### src/rtl/pcxt_settings.svh
////////////////////////////////////////
// Timing and width constants for the PC/XT shell
// Include this where counters or color channels are sized
// The include guard allows repeated inclusion in one unit
////////////////////////////////////////

`ifndef PCXT_SETTINGS_SVH
`define PCXT_SETTINGS_SVH

////////////////////////////////////////
// Timers, counted in CLK_50M cycles
////////////////////////////////////////

// One second of CLK_50M
`define PCXT_TICKS_PER_SECOND 50000000
// Splash screen length in seconds
`define PCXT_SPLASH_SECONDS 5
// LED afterglow following a floppy access, about 90 ms
`define PCXT_LED_HOLD 4500000

////////////////////////////////////////
// Video widths
////////////////////////////////////////

// Color channel width coming out of the CGA core
`define PCXT_CORE_COLOR_W 6
// Color channel width at the VGA/HDMI output
`define PCXT_VGA_COLOR_W 8
// Aspect-ratio bus width, bit 12 flags a scaled size
`define PCXT_AR_W 13

`endif
### src/rtl/pcxt_video_pkg.sv
////////////////////////////////////////
// Pixel types of the PC/XT video path
// Core pixels enter at 6 bits per channel
// VGA pixels leave at 8 bits per channel
////////////////////////////////////////

`include "pcxt_settings.svh"

package pcxt_video_pkg;

	// Pixel as produced by the CGA core
	typedef struct packed {
		logic [`PCXT_CORE_COLOR_W-1:0] r;
		logic [`PCXT_CORE_COLOR_W-1:0] g;
		logic [`PCXT_CORE_COLOR_W-1:0] b;
		logic                          hs;
		logic                          vs;
		// Active video, low in blanking
		logic                          de;
	} core_pixel_t;

	// Pixel as sent to the video output
	typedef struct packed {
		logic [`PCXT_VGA_COLOR_W-1:0] r;
		logic [`PCXT_VGA_COLOR_W-1:0] g;
		logic [`PCXT_VGA_COLOR_W-1:0] b;
		logic                         hs;
		logic                         vs;
		logic                         de;
	} vga_pixel_t;

endpackage

### src/rtl/pcxt_sys_pkg.sv
////////////////////////////////////////
// System-side types of the PC/XT shell
// OSD menu settings and SD card SPI signals
// Referenced by scoped name only
////////////////////////////////////////

package pcxt_sys_pkg;

	// Monochrome monitor emulation, OSD "Video" entry
	typedef enum logic [1:0] {
		video_color = 2'd0,
		video_green = 2'd1,
		video_amber = 2'd2,
		video_mono  = 2'd3
	} video_mode_e;

	// OSD "Aspect ratio" entry
	typedef enum logic [1:0] {
		aspect_original = 2'd0,
		aspect_full     = 2'd1,
		aspect_arc1     = 2'd2,
		aspect_arc2     = 2'd3
	} aspect_e;

	// Decoded OSD status word
	typedef struct packed {
		logic        reset_req;
		logic        skip_splash;
		logic        reset_on_mount;
		video_mode_e video_mode;
		aspect_e     aspect;
	} osd_status_t;

	// Size of a mounted image in bytes, zero on unmount
	typedef logic [63:0] img_size_t;

	// SPI master side, chip select active low
	typedef struct packed {
		logic cs;
		logic sck;
		logic mosi;
	} spi_t;

endpackage

### src/rtl/pcxt_shell.sv
////////////////////////////////////////
// Top level of the PC/XT glue logic
// Reset and splash control, video output, floppy LED and
// SD card routing, all on CLK_50M
////////////////////////////////////////

`include "pcxt_settings.svh"

module pcxt_shell #(
	parameter int TICKS_PER_SECOND = `PCXT_TICKS_PER_SECOND,
	parameter int LED_HOLD         = `PCXT_LED_HOLD
) (
	input  logic                        CLK_50M,
	input  logic                        arst_n,
	input  pcxt_sys_pkg::osd_status_t   status,
	input  logic                        btn_reset,
	input  logic                        img_mounted,
	input  pcxt_sys_pkg::img_size_t     img_size,
	input  logic                        floppy_cs,
	input  pcxt_video_pkg::core_pixel_t pix_in,
	input  pcxt_sys_pkg::spi_t          core_spi,
	input  logic                        sd_miso,
	input  logic                        image_miso,
	output logic                        splash,
	output logic                        core_reset,
	output pcxt_video_pkg::vga_pixel_t  pix_out,
	output logic [`PCXT_AR_W-1:0]       arx,
	output logic [`PCXT_AR_W-1:0]       ary,
	output logic                        led_user,
	output pcxt_sys_pkg::spi_t          sd_spi,
	output logic                        image_cs,
	output logic                        core_miso
);

	// Splash timer and combined reset
	pcxt_reset_ctrl #(
		.TICKS_PER_SECOND(TICKS_PER_SECOND)
	) reset_ctrl_i (
		.CLK_50M    (CLK_50M),
		.arst_n     (arst_n),
		.status     (status),
		.btn_reset  (btn_reset),
		.img_mounted(img_mounted),
		.splash     (splash),
		.core_reset (core_reset)
	);

	// Palette and aspect from the OSD fields
	pcxt_video_out video_out_i (
		.CLK_50M(CLK_50M),
		.arst_n (arst_n),
		.mode   (status.video_mode),
		.aspect (status.aspect),
		.pix_in (pix_in),
		.pix_out(pix_out),
		.arx    (arx),
		.ary    (ary)
	);

	pcxt_activity_led #(
		.HOLD(LED_HOLD)
	) activity_led_i (
		.CLK_50M  (CLK_50M),
		.arst_n   (arst_n),
		.floppy_cs(floppy_cs),
		.led      (led_user)
	);

	pcxt_sd_select sd_select_i (
		.CLK_50M    (CLK_50M),
		.arst_n     (arst_n),
		.img_mounted(img_mounted),
		.img_size   (img_size),
		.core_spi   (core_spi),
		.sd_spi     (sd_spi),
		.sd_miso    (sd_miso),
		.image_cs   (image_cs),
		.image_miso (image_miso),
		.core_miso  (core_miso)
	);

endmodule

### src/rtl/pcxt_sd_select.sv
////////////////////////////////////////
// SD card routing for the PC/XT shell
// A mounted VHD image takes over the SPI from the physical card
// Unmounting, or a zero-size mount, hands the card back
////////////////////////////////////////

module pcxt_sd_select (
	input  logic                    CLK_50M,
	input  logic                    arst_n,
	input  logic                    img_mounted,
	input  pcxt_sys_pkg::img_size_t img_size,
	input  pcxt_sys_pkg::spi_t      core_spi,
	output pcxt_sys_pkg::spi_t      sd_spi,
	input  logic                    sd_miso,
	output logic                    image_cs,
	input  logic                    image_miso,
	output logic                    core_miso
);

	// Set while the virtual image serves the core
	logic img_used;

	always_ff @(posedge CLK_50M or negedge arst_n) begin
		if (!arst_n)
			img_used <= 1'b0;
		else if (img_mounted)
			img_used <= (img_size != '0);
	end

	////////////////////////////////////////
	// SPI steering
	////////////////////////////////////////

	// Physical card parked deselected with a quiet bus
	assign sd_spi.cs   = core_spi.cs | img_used;
	assign sd_spi.sck  = core_spi.sck & ~img_used;
	assign sd_spi.mosi = core_spi.mosi & ~img_used;

	// Image only sees chip select when in use
	assign image_cs = core_spi.cs | ~img_used;

	assign core_miso = img_used ? image_miso : sd_miso;

	// Card is released from the cycle after a nonzero mount
	a_card_parked: assert property (
		@(posedge CLK_50M) disable iff (!arst_n)
		(img_mounted && img_size != '0) |=> sd_spi.cs
	);

endmodule

### src/rtl/pcxt_activity_led.sv
////////////////////////////////////////
// Floppy activity LED
// Short chip-select pulses are stretched so the LED is visible
////////////////////////////////////////

`include "pcxt_settings.svh"

module pcxt_activity_led #(
	parameter int HOLD = `PCXT_LED_HOLD
) (
	input  logic CLK_50M,
	input  logic arst_n,
	input  logic floppy_cs,
	output logic led
);

	localparam int CNT_W = $clog2(HOLD + 1);

	logic [CNT_W-1:0] hold_cnt;
	logic [CNT_W-1:0] hold_next;

	// Each access restarts the afterglow
	always_comb begin
		if (floppy_cs)
			hold_next = CNT_W'(HOLD);
		else if (hold_cnt != '0)
			hold_next = hold_cnt - 1'b1;
		else
			hold_next = '0;
	end

	always_ff @(posedge CLK_50M or negedge arst_n) begin
		if (!arst_n) begin
			hold_cnt <= '0;
			led      <= 1'b0;
		end else begin
			hold_cnt <= hold_next;
			led      <= (hold_next != '0);
		end
	end

	// Hold expired and no new access, LED goes dark
	a_led_off: assert property (
		@(posedge CLK_50M) disable iff (!arst_n)
		(hold_cnt == '0 && !floppy_cs) |=> !led
	);

endmodule

### src/rtl/pcxt_video_out.sv
////////////////////////////////////////
// Video output stage of the PC/XT shell
// Applies the monochrome palette, widens to 8-bit channels and
// registers the pixel with its syncs. One cycle latency
// Also drives the HDMI aspect-ratio outputs
////////////////////////////////////////

`include "pcxt_settings.svh"

module pcxt_video_out (
	input  logic                        CLK_50M,
	input  logic                        arst_n,
	input  pcxt_sys_pkg::video_mode_e   mode,
	input  pcxt_sys_pkg::aspect_e       aspect,
	input  pcxt_video_pkg::core_pixel_t pix_in,
	output pcxt_video_pkg::vga_pixel_t  pix_out,
	output logic [`PCXT_AR_W-1:0]       arx,
	output logic [`PCXT_AR_W-1:0]       ary
);

	localparam int CW    = `PCXT_CORE_COLOR_W;
	localparam int VW    = `PCXT_VGA_COLOR_W;
	localparam int AR_W  = `PCXT_AR_W;
	// Weights in 1/256, about 0.2126, 0.7152 and 0.0722
	localparam int KR    = 54;
	localparam int KG    = 183;
	localparam int KB    = 18;
	localparam int SUM_W = CW + 8;

	logic [SUM_W-1:0]           luma_sum;
	logic [CW-1:0]              luma;
	logic [CW-1:0]              r_mix;
	logic [CW-1:0]              g_mix;
	logic [CW-1:0]              b_mix;
	pcxt_video_pkg::vga_pixel_t pix_next;

	////////////////////////////////////////
	// Luma and palette
	////////////////////////////////////////

	// Weights sum to 255, so the sum never overflows SUM_W
	assign luma_sum = SUM_W'(KR) * SUM_W'(pix_in.r)
		+ SUM_W'(KG) * SUM_W'(pix_in.g)
		+ SUM_W'(KB) * SUM_W'(pix_in.b);
	// Divide by 256, truncated
	assign luma = luma_sum[SUM_W-1:8];

	always_comb begin
		case (mode)
			pcxt_sys_pkg::video_green: begin
				r_mix = '0;
				g_mix = luma;
				b_mix = '0;
			end
			pcxt_sys_pkg::video_amber: begin
				// Amber phosphor, green at half strength
				r_mix = luma;
				g_mix = luma >> 1;
				b_mix = '0;
			end
			pcxt_sys_pkg::video_mono: begin
				r_mix = luma;
				g_mix = luma;
				b_mix = luma;
			end
			default: begin
				r_mix = pix_in.r;
				g_mix = pix_in.g;
				b_mix = pix_in.b;
			end
		endcase
	end

	// Widen by zero fill in the low bits
	always_comb begin
		pix_next.r  = {r_mix, {(VW - CW){1'b0}}};
		pix_next.g  = {g_mix, {(VW - CW){1'b0}}};
		pix_next.b  = {b_mix, {(VW - CW){1'b0}}};
		pix_next.hs = pix_in.hs;
		pix_next.vs = pix_in.vs;
		pix_next.de = pix_in.de;
	end

	// Colors and syncs share one register, so they stay aligned
	always_ff @(posedge CLK_50M or negedge arst_n) begin
		if (!arst_n)
			pix_out <= '0;
		else
			pix_out <= pix_next;
	end

	////////////////////////////////////////
	// Aspect ratio
	////////////////////////////////////////

	// Original is 4:3, other codes select scaler presets 0..2
	assign arx = (aspect == pcxt_sys_pkg::aspect_original) ?
		AR_W'(4) : AR_W'(aspect) - AR_W'(1);
	assign ary = (aspect == pcxt_sys_pkg::aspect_original) ? AR_W'(3) : '0;

	// Grey output one cycle after a mono pixel enters
	a_mono_grey: assert property (
		@(posedge CLK_50M) disable iff (!arst_n)
		(mode == pcxt_sys_pkg::video_mono) |=>
			(pix_out.r == pix_out.g) && (pix_out.g == pix_out.b)
	);

endmodule

### src/rtl/pcxt_reset_ctrl.sv
////////////////////////////////////////
// Splash-screen timer and core reset for the PC/XT shell
// splash holds the core in reset for a few seconds after power-up
// unless the OSD asks to skip it. core_reset combines all sources
////////////////////////////////////////

`include "pcxt_settings.svh"

module pcxt_reset_ctrl #(
	parameter int TICKS_PER_SECOND = `PCXT_TICKS_PER_SECOND
) (
	input  logic                      CLK_50M,
	input  logic                      arst_n,
	input  pcxt_sys_pkg::osd_status_t status,
	input  logic                      btn_reset,
	input  logic                      img_mounted,
	output logic                      splash,
	output logic                      core_reset
);

	localparam int SECONDS = `PCXT_SPLASH_SECONDS;
	localparam int TICK_W  = $clog2(TICKS_PER_SECOND);
	localparam int SEC_W   = $clog2(SECONDS + 1);

	logic [TICK_W-1:0] tick_cnt;
	logic [SEC_W-1:0]  sec_cnt;
	logic              reset_src;

	////////////////////////////////////////
	// Splash timer
	////////////////////////////////////////

	// Counters run only while the splash is shown
	always_ff @(posedge CLK_50M or negedge arst_n) begin
		if (!arst_n) begin
			tick_cnt <= '0;
			sec_cnt  <= '0;
			splash   <= 1'b1;
		end else if (splash) begin
			if (status.skip_splash) begin
				// OSD option "Splash Screen: No"
				splash <= 1'b0;
			end else if (tick_cnt == TICK_W'(TICKS_PER_SECOND - 1)) begin
				tick_cnt <= '0;
				sec_cnt  <= sec_cnt + 1'b1;
				// Last second just ended
				if (sec_cnt == SEC_W'(SECONDS - 1))
					splash <= 1'b0;
			end else begin
				tick_cnt <= tick_cnt + 1'b1;
			end
		end
	end

	////////////////////////////////////////
	// Core reset
	////////////////////////////////////////

	// Mount only resets when the OSD option asks for it
	assign reset_src = status.reset_req
		| btn_reset
		| (status.reset_on_mount & img_mounted)
		| splash;

	always_ff @(posedge CLK_50M or negedge arst_n) begin
		if (!arst_n)
			core_reset <= 1'b1;
		else
			core_reset <= reset_src;
	end

	// Core never runs while the splash screen is up
	a_splash_holds_reset: assert property (
		@(posedge CLK_50M) disable iff (!arst_n)
		splash |=> core_reset
	);

endmodule

### config.mk
export PLATFORM = sky130hd
export DESIGN_NAME = pcxt_shell
export DESIGN_NICKNAME = d
export VERILOG_FILES = /design/src/rtl/pcxt_video_pkg.sv /design/src/rtl/pcxt_sys_pkg.sv /design/src/rtl/pcxt_shell.sv /design/src/rtl/pcxt_sd_select.sv /design/src/rtl/pcxt_activity_led.sv /design/src/rtl/pcxt_video_out.sv /design/src/rtl/pcxt_reset_ctrl.sv
export VERILOG_INCLUDE_DIRS = /design/src /design/src/rtl
export SDC_FILE = /design/constraint.sdc
export NUM_CORES = 1
export LEC_CHECK = 0
export ABC_AREA = 1
export BUFFER_PORTS_ARGS = -buffer_cell sky130_fd_sc_hd__buf_2
export CORE_ASPECT_RATIO = 0.8
export CORE_MARGIN = 2
export CORE_UTILIZATION = 51
export CTS_CLUSTER_SIZE = 14
export DETAILED_ROUTE_END_ITERATION = 8
export GPL_ROUTABILITY_DRIVEN = 1
export GPL_TIMING_DRIVEN = 0
export PLACE_DENSITY_LB_ADDON = 0.05
export SLEW_MARGIN = 40
export SYNTH_ARGS = -nofsm -noshare
export SYNTH_HDL_FRONTEND = slang
export SYNTH_HIERARCHICAL = 1
export SYNTH_SLANG_ARGS = --single-unit
### constraint.sdc
create_clock -name CLK_50M -period 1.91 [get_ports CLK_50M]
set_clock_uncertainty 0.2 [all_clocks]
set_input_delay 0 -clock CLK_50M [delete_from_list [all_inputs] [get_ports CLK_50M]]
set_output_delay 0 -clock CLK_50M [all_outputs]
set_load 0.05 [all_outputs]
Yosys cells after proc, flatten, opt, wreduce, memory -nomap -nowiden. Index checks and enable logic that the tools add are counted.

Output and inout port bits: 61. Bits in registers: 77. Word-level logic and storage cells: 59. Input bits: 102.

Mux-type cells: 13. $add $sub $neg: 6. Equality and inequality tests: 5. Reduce and logical (&&, ||, !) cells: 9. Bitwise gates (word level): 10. Multiply operators: 3.

Operators by type and width (count): 64-bit nonzero test (1); 23-bit two-way mux (2); 23-bit nonzero test (2); 6-bit one-hot mux with 2 select lines (3); 26-bit by 1-bit adder with 26-bit output (second input constant) (1); 26-bit equality test (second input constant) (1); 26-bit two-way mux (1); 23-bit by 1-bit subtractor with 23-bit output (second input constant) (1); 12-bit by 14-bit adder with 14-bit output (1); 14-bit by 11-bit adder with 14-bit output (1); 8-bit by 6-bit multiplier with 14-bit output (first input constant) (1); 13-bit two-way mux (1); 5-bit by 6-bit multiplier with 11-bit output (first input constant) (1); 4-bit by 6-bit multiplier with 10-bit output (first input constant) (1); 2-bit OR reduction (3); 1-bit two-way mux (5); 1-bit bitwise OR (5); 2-bit equality test (second input constant) (2); 3-bit by 1-bit adder with 3-bit output (second input constant) (1); 1-bit bitwise AND (3); 3-bit equality test (second input constant) (1); 3-bit AND reduction (1); 2-bit by 1-bit subtractor with 3-bit output (second input constant) (1); 2-bit by 1-bit equality test with 1-bit output (second input constant) (1); other kinds (4) (5).

Longest topological paths before layout.
Depth after elaboration: 5. Mapped depth: 26. Depth with buffers taken out: 26.

Hierarchy. The synthesis kept the hierarchy.

By module, submodules not included: pcxt_video_out (seq. area each 525.5 µm², cells each 429, instances 1, area each 3455.8 µm²); pcxt_reset_ctrl (seq. area each 778.2 µm², cells each 256, instances 1, area each 1860.5 µm²); pcxt_activity_led (seq. area each 600.6 µm², cells each 232, instances 1, area each 1620.3 µm²); pcxt_sd_select (seq. area each 25.0 µm², cells each 76, instances 1, area each 316.6 µm²).

Worst setup path before layout. OpenSTA, ideal clock, no wires.

Kind: input to register. From: input port pix_in[16] in the netlist's numbering. To: register video_out_i/pix_out[17] (netlist name). Slack: -3.141 ns. Data required time: 1.585 ns. Stages on the path: 23. Arrival: 4.726 ns. Path buffers: 0. Setup time: 0.125 ns. Path through: ha_1 -> fa_1 -> inv_1 -> fa_1 -> inv_1 -> ha_1 -> nand2_1 -> nand2_1 -> a21oi_1 -> xor2_1 -> inv_1 -> fa_1 -> inv_1 -> fa_1 -> fa_1 -> inv_1 -> ha_1 -> a21oi_1 -> nand2_1 -> nand2_1 -> nand4_1 -> nand3_1 -> nand3_1.

Cells in the longest elaborated chain, start to end: 4.

Ends and longest elaborated chain: start, declared (line pcxt_shell.sv:20) `input pcxt_video_pkg::core_pixel_t pix_in,`; 5-bit by 6-bit multiplier with 11-bit output (line pcxt_video_out.sv:42) `assign luma_sum = SUM_W'(KR) * SUM_W'(pix_in.r)`; 12-bit by 14-bit adder with 14-bit output (line pcxt_video_out.sv:43) `+ SUM_W'(KG) * SUM_W'(pix_in.g)`; 14-bit by 11-bit adder with 14-bit output (line pcxt_video_out.sv:44) `+ SUM_W'(KB) * SUM_W'(pix_in.b);`; 6-bit one-hot mux with 2 select lines (line pcxt_video_out.sv:49) `case (mode)`; net video_out_i.g_mix[4] (line pcxt_video_out.sv:33) `logic [CW-1:0] g_mix;`.

The timed path passes the listed nets, and every way through them passes these cells. A chain may end at the register's enable or synchronous reset.

Worst setup path in the final report.
From: input port pix_in[15] in the netlist's numbering. To: register video_out_i/pix_out[16] (netlist name).

Cells in the longest elaborated chain, start to end: 4.

Ends and longest elaborated chain (line): 5-bit by 6-bit multiplier with 11-bit output (pcxt_video_out.sv:42); 12-bit by 14-bit adder with 14-bit output (pcxt_video_out.sv:43); 14-bit by 11-bit adder with 14-bit output (pcxt_video_out.sv:44); 6-bit one-hot mux with 2 select lines (pcxt_video_out.sv:49); net video_out_i.g_mix[3] (pcxt_video_out.sv:33).

The timed path passes the listed nets, and every way through them passes these cells.

==> report_table.html <==
<table>
<tr><th>Metric</th><th>Value</th></tr>
<tr><th colspan="2">Logic synthesis</th></tr>
<tr><td>Register bit total from synthesis</td><td>77</td></tr>
<tr><td>Netlist cell types</td><td>44</td></tr>
<tr><td>Average size of a mapped cell</td><td>7.30 sq um</td></tr>
<tr><td>Async set or reset register ratio after synthesis</td><td>100%</td></tr>
<tr><td>Fraction of post-synthesis cell area in the top cell type by area</td><td>25.9%</td></tr>
<tr><td>Most instantiated library cell after synthesis</td><td>sky130_fd_sc_hd__nand2_1</td></tr>
<tr><td>Top cell type by total area after synthesis</td><td>sky130_fd_sc_hd__dfrtp_1</td></tr>
<tr><td>Post-Syn Area</td><td>7250 sq um</td></tr>
<tr><td>Main area contributors after synthesis</td><td>sky130_fd_sc_hd__dfrtp_1, sky130_fd_sc_hd__nand2_1, sky130_fd_sc_hd__fa_1</td></tr>
<tr><td>Commonest cells post-synth</td><td>sky130_fd_sc_hd__nand2_1, sky130_fd_sc_hd__inv_1, sky130_fd_sc_hd__nor2_1</td></tr>
<tr><td>Predominant post-synthesis flop cell</td><td>sky130_fd_sc_hd__dfrtp_1</td></tr>
<tr><td>Number of synthesized flops with an enable pin</td><td>0</td></tr>
<tr><td>Sequential cell area fraction in the yosys report</td><td>26.6%</td></tr>
<tr><td>Number of standard cells after synthesis</td><td>993</td></tr>
<tr><td>Synthesis warning total</td><td>6</td></tr>
<tr><th colspan="2">Drt</th></tr>
<tr><td>Vias per cell</td><td>4.91</td></tr>
<tr><td>Overall via count from detail_route</td><td>6,937</td></tr>
<tr><td>Number of antenna-violating nets in the routed design</td><td>0</td></tr>
<tr><td>Iteration-0 DRC count of the detailed router</td><td>369</td></tr>
<tr><td>Total Routed Length</td><td>20,100 um</td></tr>
<tr><td>Detailed-route wire length per cell</td><td>14.2 um</td></tr>
<tr><td>First-pass detailed-route iteration total</td><td>6</td></tr>
<tr><td>Drc violations</td><td>0</td></tr>
<tr><th colspan="2">Placement</th></tr>
<tr><td>Worst slack, placed</td><td>-3.26 ns</td></tr>
<tr><td>RD Place Congestion</td><td>0.896</td></tr>
<tr><td>Post-DP Area</td><td>8420 sq um</td></tr>
<tr><td>Port Buffer Count</td><td>133</td></tr>
<tr><td>Total half-perimeter wirelength after legalization and detailed placement</td><td>15,500 um</td></tr>
<tr><td>Cell Count Post-Placement</td><td>1,333</td></tr>
<tr><th colspan="2">Timing</th></tr>
<tr><td>Total count of max-transition violations in the final report</td><td>0</td></tr>
<tr><td>RSZ-0062 raised after global routing</td><td>yes</td></tr>
<tr><td>Final hold viol count</td><td>0</td></tr>
<tr><td>Final setup violation count</td><td>19</td></tr>
<tr><td>Post-route clock period utilization</td><td>255%</td></tr>
<tr><td>Tightest hold margin</td><td>0.101 ns</td></tr>
<tr><td>Minimum clock period after layout</td><td>4.88 ns</td></tr>
<tr><td>Fmax</td><td>0.205 GHz</td></tr>
<tr><td>Final critical-path setup slack</td><td>-2.97 ns</td></tr>
<tr><td>Setup TNS after final layout</td><td>-51.60 ns</td></tr>
<tr><th colspan="2">Floorplanning</th></tr>
<tr><td>Die ar.</td><td>15,200 sq um</td></tr>
<tr><td>Boundary Pins</td><td>163</td></tr>
<tr><td>Die span in x</td><td>137 um</td></tr>
<tr><td>Die height</td><td>111 um</td></tr>
<tr><td>Starting Density</td><td>52.8%</td></tr>
<tr><td>Area of the core region</td><td>13,700 sq um</td></tr>
<tr><td>Number of rows created at floorplan</td><td>38</td></tr>
<tr><th colspan="2">Worst setup path</th></tr>
<tr><td>Slowest-stage cell, CP</td><td>sky130_fd_sc_hd__fa_1</td></tr>
<tr><td>Largest fanout on the critical path</td><td>4</td></tr>
<tr><td>R2R depth</td><td>10</td></tr>
<tr><td>Critical path buffers and inverters</td><td>5</td></tr>
<tr><td>Register-to-Register Setup Slack</td><td>-0.08 ns</td></tr>
<tr><td>Worst Setup Path Type</td><td>input pin to flop</td></tr>
<tr><td>Max incr delay on CP</td><td>0.52 ns</td></tr>
<tr><td>Beginning of the worst register-to-register path</td><td>activity_led_i/hold_cnt[8]</td></tr>
<tr><td>Reg-to-reg endpoint</td><td>activity_led_i/led</td></tr>
<tr><td>Critical Path Sink Type</td><td>flop</td></tr>
<tr><td>Worst path arrival time</td><td>4.89 ns</td></tr>
<tr><td>Data required time of the critical path</td><td>1.92 ns</td></tr>
<tr><td>Crit-path leading delay family</td><td>adder cells</td></tr>
<tr><td>Crit path launch type</td><td>input pin</td></tr>
<tr><th colspan="2">Clock tree</th></tr>
<tr><td>Insertion delay to the later sink of the worst-skew pair</td><td>0.34 ns</td></tr>
<tr><td>TritonCTS clock tree</td><td>done</td></tr>
<tr><td>Number of sinks driven by the clock tree</td><td>77</td></tr>
<tr><td>Clock transition at the registers of the reported paths</td><td>0.06 ns</td></tr>
<tr><td>CTS root buffer</td><td>sky130_fd_sc_hd__clkbuf_16</td></tr>
<tr><td>H-Tree Depth</td><td>3</td></tr>
<tr><td>Number of CTS-inserted buffers</td><td>9</td></tr>
<tr><td>Number of buffers between clock root and the deepest sink</td><td>2</td></tr>
<tr><th colspan="2">Finish</th></tr>
<tr><td>Nets@finish</td><td>1,425</td></tr>
<tr><td>Synthesis-to-layout area growth</td><td>34.4%</td></tr>
<tr><td>Final core occ</td><td>70.9%</td></tr>
<tr><td>Fraction of final layout cells with drive strength greater than 1</td><td>31.3%</td></tr>
<tr><td>Post-route standard cell area excluding fillers</td><td>9750 sq um</td></tr>
<tr><td>Final cell count without fillers</td><td>1,413</td></tr>
<tr><th colspan="2">Status</th></tr>
<tr><td>Violated checks</td><td>negative setup slack</td></tr>
<tr><td>Status</td><td>complete, but fails checks</td></tr>
<tr><th colspan="2">Power and ir drop</th></tr>
<tr><td>Total design power</td><td>16.6 mW</td></tr>
<tr><td>Leakage component of the power</td><td>5.25 nW</td></tr>
<tr><td>Maximum vdd ir drop</td><td>1.89 mV</td></tr>
<tr><td>Cell area power density</td><td>1700 nW/um^2</td></tr>
<tr><th colspan="2">Run</th></tr>
<tr><td>MaxCap Viol Count</td><td>0</td></tr>
<tr><th colspan="2">Global route</th></tr>
<tr><td>GRT Resource Usage Total</td><td>26.1%</td></tr>
<tr><td>Antenna violations before repair</td><td>2</td></tr>
<tr><td>Pin count of the biggest net entering global routing</td><td>49</td></tr>
<tr><td>Number of global-route vias before repair</td><td>6,502</td></tr>
<tr><td>Leftover overflow at the end of global routing</td><td>0</td></tr>
<tr><td>First-pass GRT wire length</td><td>31,000 um</td></tr>
<tr><th colspan="2">Min path</th></tr>
<tr><td>Hold Path Class</td><td>input pin to flop</td></tr>
<tr><td>Worst Hold Endpoint</td><td>video_out_i/pix_out[0]</td></tr>
<tr><td>Beginning of the worst hold path</td><td>pix_in[0]</td></tr>
<tr><td>Number of cells on the worst hold path</td><td>2</td></tr>
</table>
-- state kept, by name, summed over array words and instances (netlist names) --
| name | count |
|---|---|
| reset_ctrl_i/tick_cnt | 26 |
| activity_led_i/hold_cnt | 23 |
| video_out_i/pix_out | 21 |
| reset_ctrl_i/sec_cnt | 3 |
| activity_led_i/led | 1 |
| reset_ctrl_i/core_reset | 1 |
| reset_ctrl_i/splash | 1 |
| sd_select_i/img_used | 1 |
-- timing repair --
action | in CTS | in global routing
resized for setup | 57 | 68
hold buffers | 32 | 0
endpoints found under the hold margin | 113 | 0
setup buffers | 10 | 19
pin swaps | 54 | 26
setup endpoints to repair | 19 | 35
cloned | 0 | 1
-- how the worst max path moves through the flow --
stage | from | end | slack (ns) | cells after the start
final | pix_in[15] | video_out_i/pix_out[16] | -2.97 | 26
after global routing | pix_in[15] | video_out_i/pix_out[18] | -3.13 | 24
after CTS | pix_in[16] | video_out_i/pix_out[13] | -2.83 | 22
after detailed placement | pix_in[17] | video_out_i/pix_out[13] | -3.26 | 22
after global placement | pix_in[17] | video_out_i/pix_out[13] | -3.24 | 22
after floorplan | pix_in[16] | video_out_i/pix_out[17] | -2.74 | 26
-- per-layer routing --
metal,up-vias,share of wire [%],track usage (%)
met5,-,0,0
met4,0,3.3,9.48
met3,41,7.4,5.21
met2,261,46,41.4
met1,3165,44,35.3
li1,3470,-,-
-- cell type report --
class / count / area (sq um)
buffer: 36 / 267
antenna: 2 / 5.00
fill: 1123 / 3990
inverter: 183 / 689
clock inverter: 3 / 21.3
sequential: 77 / 1940
multi-input combinational: 723 / 5060
timing repair buffer: 196 / 1280
clock buffer: 13 / 260
tap: 180 / 225
-- worst reg2reg max path, stage by stage, from the launching register on --
cell and delay [ns]:
sky130_fd_sc_hd__dfrtp_2 0.44, sky130_fd_sc_hd__nor2_4 0.19, sky130_fd_sc_hd__nand2_4 0.09, sky130_fd_sc_hd__nor2_8 0.17, sky130_fd_sc_hd__nand3_4 0.14, sky130_fd_sc_hd__nand2_1 0.10, sky130_fd_sc_hd__nand2_1 0.07, sky130_fd_sc_hd__nor2_2 0.12
sky130_fd_sc_hd__nand2_1 0.08, sky130_fd_sc_hd__nor2_1 0.10, sky130_fd_sc_hd__nand4_1 0.15
-- power breakdown --
| part | internal (mW) | switching, mW |
|---|---|---|
| Sequential | 1.89 | 0.0926 |
| Combinational | 4.97 | 8.03 |
| Clock | 0.952 | 0.671 |
-- cell families (layout without fill, tap and decap cells) --
kind of cell | Yosys count | after routing | synth area share [%]
AND/OR/NAND/NOR | 531 | 531 | 33.2
buffers and inverters | 219 | 431 | 13.1
adder cells (fa/ha/maj) | 97 | 97 | 20.7
flip-flops | 77 | 77 | 26.6
AO/OA/AOI/OAI | 47 | 47 | 3.73
XOR/XNOR | 20 | 20 | 2.52
other | 1 | 29 | 0.0517
multiplexers | 1 | 1 | 0.155
-- layout by cell type (no fill, tap or decap), types with 31 or more instances in the layout --
cell                            count
sky130_fd_sc_hd__nand2_1          222
sky130_fd_sc_hd__buf_2            134
sky130_fd_sc_hd__dfrtp_1           69
sky130_fd_sc_hd__dlygate4sd3_1     31
sky130_fd_sc_hd__fa_1              37
sky130_fd_sc_hd__nand3_1           62
sky130_fd_sc_hd__inv_1            161
sky130_fd_sc_hd__buf_4             56
sky130_fd_sc_hd__ha_1              45
sky130_fd_sc_hd__nor2_1           112
(Power assumes the default switching activity.)
